[config.mk]
export PLATFORM = sky130hd
export DESIGN_NAME = rvCore
export DESIGN_NICKNAME = d
export VERILOG_FILES = /design/src/design/rvPkg.sv /design/src/design/pipeStage.sv /design/src/design/rvFetch.sv /design/src/design/rvDecode.sv /design/src/design/rvRegFile.sv /design/src/design/rvExecute.sv /design/src/design/rvCore.sv
export SDC_FILE = /design/constraint.sdc
export NUM_CORES = 2
export LEC_CHECK = 0
export BUFFER_PORTS_ARGS = -buffer_cell sky130_fd_sc_hd__buf_2
export CAP_MARGIN = 20
export CORE_UTILIZATION = 49
export DETAILED_ROUTE_END_ITERATION = 10
export PLACE_DENSITY = 0.71
export REMOVE_ABC_BUFFERS = 1
export SLEW_MARGIN = 0
export SYNTH_ARGS = -nofsm -noshare
export SYNTH_HDL_FRONTEND = slang
export SYNTH_SLANG_ARGS = --single-unit
[constraint.sdc]
create_clock -name clk -period 7.74 [get_ports clk]
set_input_delay 1.161 -clock clk [delete_from_list [all_inputs] [get_ports clk]]
set_output_delay 1.161 -clock clk [all_outputs]
set_load 0.01 [all_outputs]
[src/design/rvPkg.sv]
// Shared widths, ALU-op encoding and pipeline payload for the RV32I subset core; import it
package rvPkg;

	// ========================================
	// Basic widths
	// ========================================
	typedef logic [31:0] wordT;      // Data or instruction word
	typedef logic [4:0]  regAddrT;
	typedef logic [29:0] wordAddrT;  // Byte address without bits [1:0]

	// Low three bits pick the function, bit 3 picks sub/sra
	typedef enum logic [3:0] {
		aluAdd = 4'b0000,
		aluSub = 4'b1000,
		aluSll = 4'b0001,
		aluSlt = 4'b0010,
		aluXor = 4'b0100,
		aluSrl = 4'b0101,
		aluSra = 4'b1101,
		aluOr  = 4'b0110,
		aluAnd = 4'b0111
	} aluOpT;

	// Decode to execute payload
	typedef struct packed {
		aluOpT   aluOp;
		wordT    rs1Val;
		wordT    rs2Val;
		wordT    imm;
		logic    useImm;    // Operand B from imm
		logic    regWrite;
		logic    memWrite;
		regAddrT rd;
	} execOpT;

	// ========================================
	// Opcodes and bubbles
	// ========================================
	localparam logic [6:0] opReg   = 7'b0110011;
	localparam logic [6:0] opImm   = 7'b0010011;
	localparam logic [6:0] opStore = 7'b0100011;

	localparam wordT nopInstr = 32'h0000_0013;  // addi x0, x0, 0

	localparam execOpT execBubble = '{aluOp: aluAdd, rs1Val: '0, rs2Val: '0, imm: '0,
		useImm: 1'b0, regWrite: 1'b0, memWrite: 1'b0, rd: '0};

	// Memory side is little endian, core is big endian
	function automatic wordT swapBytes(input wordT w);
		return {w[7:0], w[15:8], w[23:16], w[31:24]};
	endfunction

endpackage

[src/design/pipeStage.sv]
// Generic pipeline register; captures a payload when loaded, otherwise inserts a bubble
`timescale 1ns/1ps

module pipeStage #(
	parameter type     PayloadT    = logic [31:0],
	parameter PayloadT BubbleValue = '0
) (
	input  logic    clk,
	input  logic    rst_n,
	input  logic    load,        // Payload valid this cycle
	input  PayloadT inPayload,
	output PayloadT outPayload
);

	always_ff @(posedge clk) begin
		if (!rst_n) begin
			outPayload <= BubbleValue;
		end else if (load) begin
			outPayload <= inPayload;
		end else begin
			// Nothing valid upstream, keep the pipe moving with a bubble
			outPayload <= BubbleValue;
		end
	end

endmodule

[src/design/rvFetch.sv]
// Fetch stage; owns the word PC, drives the instruction port and reorders fetched bytes
`timescale 1ns/1ps

module rvFetch import rvPkg::*; #(
	parameter wordAddrT ResetPc = '0
) (
	input  logic     clk,
	input  logic     rst_n,
	input  logic     instStall,
	input  wordT     instRdata,
	output logic     instRead,
	output wordAddrT instAddr,
	output wordT     fetchWord,
	output logic     fetchValid
);

	wordAddrT pc;

	// Word accepted on any edge with the port idle
	assign fetchValid = instRead & ~instStall;
	assign fetchWord  = swapBytes(instRdata);  // Little to big endian
	assign instAddr   = pc;

	always_ff @(posedge clk) begin
		if (!rst_n) begin
			pc       <= ResetPc;
			instRead <= 1'b0;
		end else begin
			instRead <= 1'b1;
			if (fetchValid) begin
				pc <= pc + wordAddrT'(1);  // Next word
			end
		end
	end

endmodule

[src/design/rvDecode.sv]
// Decode stage; turns one instruction plus register values into an execute payload
`timescale 1ns/1ps

module rvDecode import rvPkg::*; (
	input  wordT    instr,
	output regAddrT rs1Addr,
	output regAddrT rs2Addr,
	input  wordT    rs1Data,
	input  wordT    rs2Data,
	output execOpT  execOp,
	output logic    legal
);

	logic [6:0] opcode;
	logic [2:0] funct3;
	logic       altFn;       // funct7 bit 5
	logic       isShiftImm;
	wordT       immI;
	wordT       immS;
	wordT       immShamt;

	aluOpT      aluSel;
	wordT       imm;
	logic       useImm;
	logic       regWrite;
	logic       memWrite;

	// ========================================
	// Field extraction
	// ========================================
	assign opcode  = instr[6:0];
	assign funct3  = instr[14:12];
	assign altFn   = instr[30];
	assign rs1Addr = instr[19:15];
	assign rs2Addr = instr[24:20];

	assign isShiftImm = (funct3 == 3'b001) || (funct3 == 3'b101);

	assign immI     = {{20{instr[31]}}, instr[31:20]};
	assign immS     = {{20{instr[31]}}, instr[31:25], instr[11:7]};
	assign immShamt = {27'b0, instr[24:20]};

	// ========================================
	// Control and ALU op
	// ========================================
	always_comb begin
		legal    = 1'b1;
		aluSel   = aluAdd;
		imm      = '0;
		useImm   = 1'b0;
		regWrite = 1'b0;
		memWrite = 1'b0;
		case (opcode)
			opReg: begin
				aluSel   = aluOpT'({altFn, funct3});
				regWrite = 1'b1;
			end
			opImm: begin
				// Only srai keeps the funct7 bit, it is part of the immediate otherwise
				aluSel   = aluOpT'({altFn & (funct3 == 3'b101), funct3});
				imm      = isShiftImm ? immShamt : immI;
				useImm   = 1'b1;
				regWrite = 1'b1;
			end
			opStore: begin
				imm      = immS;  // Address = rs1 + imm, ALU adds
				useImm   = 1'b1;
				memWrite = 1'b1;
			end
			default: legal = 1'b0;  // Dropped or unknown opcode
		endcase
	end

	assign execOp = '{aluOp: aluSel, rs1Val: rs1Data, rs2Val: rs2Data, imm: imm,
		useImm: useImm, regWrite: regWrite, memWrite: memWrite, rd: instr[11:7]};

endmodule

[src/design/rvRegFile.sv]
// Integer register file, 32 x 32 bit, x0 reads zero, same-cycle write is bypassed to reads
`timescale 1ns/1ps

module rvRegFile import rvPkg::*; (
	input  logic    clk,
	input  logic    rst_n,
	input  regAddrT rs1Addr,
	input  regAddrT rs2Addr,
	output wordT    rs1Data,
	output wordT    rs2Data,
	input  logic    wbEn,
	input  regAddrT wbAddr,
	input  wordT    wbData
);

	wordT regs [32];
	logic wbLive;    // A real write this cycle

	assign wbLive = wbEn && (wbAddr != '0);

	always_ff @(posedge clk) begin
		if (!rst_n) begin
			for (int i = 0; i < 32; i++) begin
				regs[i] <= '0;
			end
		end else if (wbLive) begin
			regs[wbAddr] <= wbData;
		end
	end

	// Bypass covers the only dependency left in a two-stage back end
	assign rs1Data = (wbLive && (wbAddr == rs1Addr)) ? wbData : regs[rs1Addr];
	assign rs2Data = (wbLive && (wbAddr == rs2Addr)) ? wbData : regs[rs2Addr];

endmodule

[src/design/rvExecute.sv]
// Execute stage; ALU, register write-back request and the store-word port
`timescale 1ns/1ps

module rvExecute import rvPkg::*; (
	input  execOpT   execOp,
	output logic     wbEn,
	output regAddrT  wbAddr,
	output wordT     wbData,
	output logic     dataWen,
	output wordAddrT dataAddr,
	output wordT     dataWdata
);

	wordT       opA;
	wordT       opB;
	logic [4:0] shamt;
	wordT       result;

	// ========================================
	// ALU
	// ========================================
	assign opA   = execOp.rs1Val;
	assign opB   = execOp.useImm ? execOp.imm : execOp.rs2Val;
	assign shamt = opB[4:0];  // RV32 shifts use five bits

	always_comb begin
		case (execOp.aluOp)
			aluAdd:  result = opA + opB;
			aluSub:  result = opA - opB;
			aluSll:  result = opA << shamt;
			aluSlt:  result = {31'b0, $signed(opA) < $signed(opB)};
			aluXor:  result = opA ^ opB;
			aluSrl:  result = opA >> shamt;
			aluSra:  result = $unsigned($signed(opA) >>> shamt);
			aluOr:   result = opA | opB;
			aluAnd:  result = opA & opB;
			default: result = '0;  // sltu and other unused codes
		endcase
	end

	// ========================================
	// Write-back and store
	// ========================================
	assign wbEn   = execOp.regWrite;
	assign wbAddr = execOp.rd;
	assign wbData = result;

	assign dataWen   = execOp.memWrite;
	assign dataAddr  = result[31:2];                  // Word address
	assign dataWdata = swapBytes(execOp.rs2Val);      // Memory is little endian

endmodule

[src/design/rvCore.sv]
// Top level of the RV32I subset core; instantiate with an instruction port and a store port
`timescale 1ns/1ps

module rvCore import rvPkg::*; #(
	parameter wordAddrT ResetPc = '0
) (
	input  logic     clk,
	input  logic     rst_n,
	output logic     instRead,
	output wordAddrT instAddr,
	input  wordT     instRdata,
	input  logic     instStall,
	output logic     dataWen,
	output wordAddrT dataAddr,
	output wordT     dataWdata
);

	wordT    fetchWord;
	logic    fetchValid;
	wordT    decInstr;     // Fetch/decode buffer output
	regAddrT rs1Addr;
	regAddrT rs2Addr;
	wordT    rs1Data;
	wordT    rs2Data;
	execOpT  decOp;
	logic    decLegal;
	execOpT  exOp;         // Decode/execute buffer output
	logic    wbEn;
	regAddrT wbAddr;
	wordT    wbData;

	// ========================================
	// Fetch and fetch/decode buffer
	// ========================================
	rvFetch #(.ResetPc(ResetPc)) i_rvFetch (
		.clk(clk), .rst_n(rst_n), .instStall(instStall), .instRdata(instRdata),
		.instRead(instRead), .instAddr(instAddr),
		.fetchWord(fetchWord), .fetchValid(fetchValid)
	);

	// Stalled fetch turns into a nop here
	pipeStage #(.PayloadT(wordT), .BubbleValue(nopInstr)) i_fetchStage (
		.clk(clk), .rst_n(rst_n), .load(fetchValid),
		.inPayload(fetchWord), .outPayload(decInstr)
	);

	// ========================================
	// Decode, registers, execute
	// ========================================
	rvDecode i_rvDecode (
		.instr(decInstr), .rs1Addr(rs1Addr), .rs2Addr(rs2Addr),
		.rs1Data(rs1Data), .rs2Data(rs2Data), .execOp(decOp), .legal(decLegal)
	);

	rvRegFile i_rvRegFile (
		.clk(clk), .rst_n(rst_n), .rs1Addr(rs1Addr), .rs2Addr(rs2Addr),
		.rs1Data(rs1Data), .rs2Data(rs2Data),
		.wbEn(wbEn), .wbAddr(wbAddr), .wbData(wbData)
	);

	pipeStage #(.PayloadT(execOpT), .BubbleValue(execBubble)) i_execStage (
		.clk(clk), .rst_n(rst_n), .load(decLegal),  // Illegal words become bubbles
		.inPayload(decOp), .outPayload(exOp)
	);

	rvExecute i_rvExecute (
		.execOp(exOp), .wbEn(wbEn), .wbAddr(wbAddr), .wbData(wbData),
		.dataWen(dataWen), .dataAddr(dataAddr), .dataWdata(dataWdata)
	);

endmodule

# Word-level counts from Yosys, hierarchy flattened
# Memory sizes are Yosys's and may differ from the RTL's. A register that Yosys moved wholly into a read port is not among the register bits.
# Index checks and enable logic that the tools add are counted.
[totals]
register_bits = 107
latchBits = 0
ram_bits = 1024
rom_bits = 0
out_inout_bits = 94
elab_cells = 65
n_memories = 1
[op_classes]
addsub = 3
n_mul = 0
div = 0
order_cmp = 1
n_eq_ne = 13
shifts = 3
muxes = 17
bitwise = 6
reduce_logical = 12
[mem_list]
columns = ["memory", "words", "width", "rd", "rd_ports_with_merged_regs", "write_ports", "line", "rtl"]
rows = [
  ["i_rvRegFile.regs", 32, 32, 2, 2, 32, "rvRegFile.sv:16", "wordT regs [32];"],
]
[op_table]
columns = ["operator", "n"]
rows = [
  ["case mux 32 bit (9 select lines)", 1],
  ["two-way mux 32 bit", 3],
  ["case mux 32 bit (2 select lines)", 1],
  ["adder 32 bit", 1],
  ["bitwise AND 32 bit", 1],
  ["less-than comparator 32 bit", 1],
  ["bitwise OR 32 bit", 1],
  ["OR reduction 32 bit", 1],
  ["<< shifter 32 x 5 -> 32 bit", 1],
  ["right shift 32 x 5 -> 32 bit", 1],
  [">>> shifter 32 x 5 -> 32 bit", 1],
  ["subtractor 32 bit", 1],
  ["bitwise XOR 32 bit", 1],
  ["adder 30 x 1 -> 30 bit (second input constant)", 1],
  ["equality test 4 x 3 -> 1 bit (second input constant)", 4],
  ["equality test 7 x 6 -> 1 bit (second input constant)", 2],
  ["two-way mux 1 bit", 10],
  ["equality test 4 bit (second input constant)", 2],
  ["case mux 4 bit (2 select lines)", 1],
  ["equality test 7 x 5 -> 1 bit (second input constant)", 1],
  ["two-way mux 5 bit", 1],
  ["nonzero test 5 bit", 1],
  ["equality test 4 x 1 -> 1 bit (second input constant)", 1],
  ["equality test 4 x 2 -> 1 bit (second input constant)", 1],
  ["other kinds (11)", 15],
]

# Depth between registers and ports, before layout
[logic_depth]
word_depth = 7
mapped_depth = 21

# By module
# Synthesis repeated with hierarchy kept, for this count alone.
[unflattened]
hier_cells = 5611
hier_area_um2 = 70146.0
[modules_own_cells]
columns = ["mod", "n_inst", "cells_per_inst", "area_per_inst_um2"]
rows = [
  ["rvRegFile", 1, 3499, 53612.7],
  ["rvExecute", 1, 1463, 9938.3],
  ["pipeStage at i_execStage", 1, 239, 2996.6],
  ["rvFetch", 1, 196, 1687.9],
  ["rvDecode", 1, 144, 1014.7],
  ["pipeStage at i_fetchStage", 1, 70, 895.9],
]

# Least setup slack after synthesis
# Ideal clock, no wire load.
[synth_path]
path_kind = "register -> output"
start = "register i_execStage.outPayload[7] in the netlist's numbering"
end = "output port dataAddr[23]"
arrival_ns = 4.784
setup_slack_ns = 1.795
stages_incl_launch_ff = 21
n_path_buf = 9
cell_sequence = "dfxtp_1 > buf_6 > buf_4 > mux2i_1 > buf_4 > buf_4 > clkbuf_1 > clkbuf_1 > ha_1 > clkbuf_1 > nor3_1 > o31ai_1 > a2111oi_0 > o221ai_1 > or4_1 > nand2_1 > o32ai_1 > a211oi_4 > buf_6 > inv_2 > buf_4"
[synth_via]
elab_chain_cells = 3
word_cells_on_any_way = 10
[synth_rtl]
columns = ["element", "line", "rtl"]
rows = [
  ["start, declared", "pipeStage.sv:12", "output PayloadT outPayload"],
  ["start signal, assigned", "pipeStage.sv:17", "outPayload <= BubbleValue;"],
  ["start signal, assigned", "pipeStage.sv:19", "outPayload <= inPayload;"],
  ["start signal, assigned", "pipeStage.sv:22", "outPayload <= BubbleValue;"],
  ["two-way mux 32 bit (*)", "rvExecute.sv:23", "assign opB = execOp.useImm ? execOp.imm : execOp.rs2Val;"],
  ["subtractor 32 bit (tied with other cells)", "rvExecute.sv:29", "aluSub: result = opA - opB;"],
  ["case mux 32 bit (9 select lines) (*)", "rvExecute.sv:27", "case (execOp.aluOp)"],
  ["end, declared", "rvCore.sv:14", "output wordAddrT dataAddr,"],
]
# Mark *: on every way between the ends. The rest lies on a longest branch, timed or not.

# Worst setup path in the final report
[layout_path]
start = "register i_execStage.outPayload[7] in the netlist's numbering"
end = "output port dataAddr[28]"
# The elaborated chain is that of the path after synthesis.

==> run_results.csv <==
group,metric,value,unit
clocking,clock_path_buffers,3,
drt,drtIter0Drc,7129,
global_routing,antenna_found_initial,13,
outcome,status,"completed",
cells_and_area,multi_input_area,0.0306,mm²
synth,yosysTopAreaCellShare,45.8,%
drt,postRouteWirelength,233,mm
clocking,htree_num_levels,3,
synth,synth.area.top_cells,"edfxtp_1 (46%), mux4_2 (23%), nor2_1 (6.5%), dfxtp_1 (4.5%), mux2i_1 (1.9%)",
synth,avgSynthCellArea,12.9,µm²
sta,hold_violations,0,
power_and_ir_drop,clkPwrFrac,35.5,%
synth,postSynth.asyncResetShare,0,%
power_and_ir_drop,sequentialPowerShare,47.3,%
power_and_ir_drop,vdd_ir_drop_max,0.000181,V
clocking,post_cts_resized,0,
drt,vias_per_cell,6.97,
clocking,path_clk_slew,0.06,ns
worst_setup_path,crit_arrival,5.90,ns
power_and_ir_drop,p_sw,4520,µW
sta,finalCriticalPeriod,7.06,ns
worst_setup_path,slowest_delay,0.78,ns
die,num_rows,135,
synth,synth_enable_flop_cells,1024,
synth,ys_seq_area_share,50.3,%
worst_setup_path,critical_path_required,6.58,ns
cells_and_area,fillerInstances,11000,
synth,synth_flop_cell,"edfxtp_1",
power_and_ir_drop,combPwrFrac,17.2,%
sta,min_period_over_period,91.3,%
min_path,worstHoldPathType,"register to register",
die,die_y,372,µm
sta,slew_headroom,19.7,%
clocking,cts_tree,"built",
power_and_ir_drop,powerDensity,212,mW/mm²
worst_setup_path,end_kind,"output pin",
place,pre_cts_ws,1.26,ns
cells_and_area,final_core_util,53.7,%
drt,wl_per_cell,33.6,µm
die,ioPinCount,129,
worst_setup_path,slowest_stage,"o311ai_0",
worst_setup_path,crit_chain,"inv_1 > a21oi_1 > ha_1 > nor2_1 > a221oi_1 > o311ai_0 > nand3_1 > o21ai_1 > a221oi_1 > xnor2_1 > a211oi_4 > inv_1 > buf_2",
global_routing,grt_max_degree,121,
clocking,numCtsBuffers,113,
global_routing,grt_pass1_wl,332,mm
sta,finalSetupTns,0,ns
cells_and_area,final_net_count,5206,
sta,tightest_slew,1.20,ns
power_and_ir_drop,switching_share,29.2,%
synth,synth_top_area_cell,"edfxtp_1",
clocking,cts-root-buf,"clkbuf_16",
cells_and_area,ff_latch_area,0.0338,mm²
place,portBuffers,128,
worst_setup_path,cp_num_buf_inv,3,
clocking,clock_latency,0.75,ns
sta,timing.fmax,142,MHz
worst_setup_path,worstSetupPathType,"register to output pin",
power_and_ir_drop,internal_power,10900,µW
sta,rsz0062_at_grt,"no",
sta,setup_violations,0,
drt,vias,48400,
worst_setup_path,critPathLaunchType,"register",
sta,finalWorstSetupSlack,0.677,ns
clocking,cts_setup_buffers,0,
drt,ant_nets,0,
synth,yosys_warnings,0,
die,die-area,0.138,mm²
global_routing,grt_pass1_vias,47800,
die,core-area,0.136,mm²
die,start_util,49.5,%
global_routing,gr-usage-all-layers,33.5,%
worst_setup_path,cp_max_fo,21,
drt,drc_errors,0,
sta,skew,0.0413,ns
cells_and_area,drive_above_1_share,25.0,%
place,dp_hpwl,145,mm
sta,slew_violations,0,
worst_setup_path,critical-path-top-delay-family,"compound AO/OA/AOI/OAI gates",
clocking,cts.sinks,1175,
cells_and_area,area_growth,8.49,%
synth,synth_cell_type_count,98,
synth,ys_ff_latch,1175,
power_and_ir_drop,p_leak,0.0250,µW
clocking,cts_hold_buffers,0,
die,die_w,372,µm
synth,postSynthCellCount,5212,
synth,syn_area,0.0671,mm²
place,globalplace.congestion,1.01,
drt,dr.pass1.iters,6,
run,cap_violations,0,
global_routing,grt_overflow_total,0,
## final timing paths
kind                          startpoint                          to  slack [ns]  cells after the start
min          i_fetchStage.outPayload[28]  i_execStage.outPayload[16]        0.43                      1
max            i_execStage.outPayload[7]                dataAddr[28]        0.68                     13
min reg2reg  i_fetchStage.outPayload[28]  i_execStage.outPayload[16]        0.43                      1
max reg2reg    i_execStage.outPayload[7]     i_rvRegFile.regs[8][30]        1.88                     13
## placed cells by master, fill, tap and decap left out, drive strengths merged, types with 28 or more instances in the layout
cell type / n
a21oi: 140
nand2: 208
and3: 45
nand3: 42
nor3: 41
clkinv: 57
a22oi: 28
a211oi: 161
ha: 99
buf: 291
inv: 156
dfxtp: 151
edfxtp: 1024
conb: 32
mux2i: 129
o21ai: 83
clkbuf: 137
mux4: 679
nor2b: 78
o211ai: 29
nor2: 1156
## flip-flops by register name, summed over array words and instances, names as in the netlist
name                     flops
i_rvFetch.instRead           1
i_execStage.outPayload      88
i_fetchStage.outPayload     32
i_rvRegFile.regs          1024
i_rvFetch.instAddr          30
## cells in the mapped netlist (79+ instances only)
cell type / count
nor2_1: 1154
edfxtp_1: 1024
mux4_2: 678
clkbuf_1: 332
nand2_1: 207
a211oi_1: 153
dfxtp_1: 151
a21oi_1: 140
inv_1: 139
mux2i_1: 125
buf_2: 103
ha_1: 99
o21ai_0: 79
## metrics by stage
stage	total power [µW]	std cells	hold slack (ns)	instance area [µm²]
after floorplan	9010	4664	0.406	64600
after global placement	9980	6735	0.415	69200
after detailed placement	10000	6735	0.412	69200
after CTS	15400	6946	0.431	72800
after global routing	15800	6949	0.451	72800
final	15500	6952	0.430	72800
## worst register-to-register path, cell delays in order (launching register included)
cell and delay [ns]:
dfxtp_2 0.68, inv_1 0.56, a21oi_1 0.41, ha_1 0.39, nor2_1 0.22, a221oi_1 0.11
o311ai_0 0.78, nand3_1 0.14, o21ai_1 0.57, a221oi_1 0.23, xnor2_1 0.23, a211oi_4 0.60
buf_4 0.51, nor2_1 0.13
## routing by layer
| layer | GRT usage (%) | part of all wire [%] |
|---|---|---|
| met5 | 0 | 0.018 |
| met4 | 19.1 | 6.4 |
| met3 | 7.38 | 13 |
| met2 | 54.3 | 48 |
| met1 | 41.7 | 33 |
## power groups by stage
stage                     logic (µW)  clock network, µW  registers (µW)
after floorplan                 1610                  0            7400
after global placement          2560                  0            7420
after detailed placement        2570                  0            7440
after CTS                       2580               5480            7310
after global routing            2770               5710            7340
final                           2660               5480            7320
## cell families (layout without fill, tap and decap cells)
family | Yosys count | after routing | share of synthesized area [%]
simple gates | 1704 | 1704 | 10.8
buf+inv | 729 | 652 | 4.79
other cells | 1 | 37 | 0.00559
mux | 816 | 816 | 24.9
fa+ha+maj | 101 | 101 | 1.91
flops | 1175 | 1175 | 50.3
compound gates | 639 | 639 | 6.67
xor+xnor | 47 | 47 | 0.613
## area by class of cell
type,count,area share [%]
diodes,5,0.0172
repair buffers,291,2.72
clock buffers,137,4.05
flip-flops and latches,1175,46.4
multi-input cells,3339,42.1
inverters,150,0.777
well taps,1781,3.06
clock inverters,74,0.881
(Power assumes the default switching activity.)
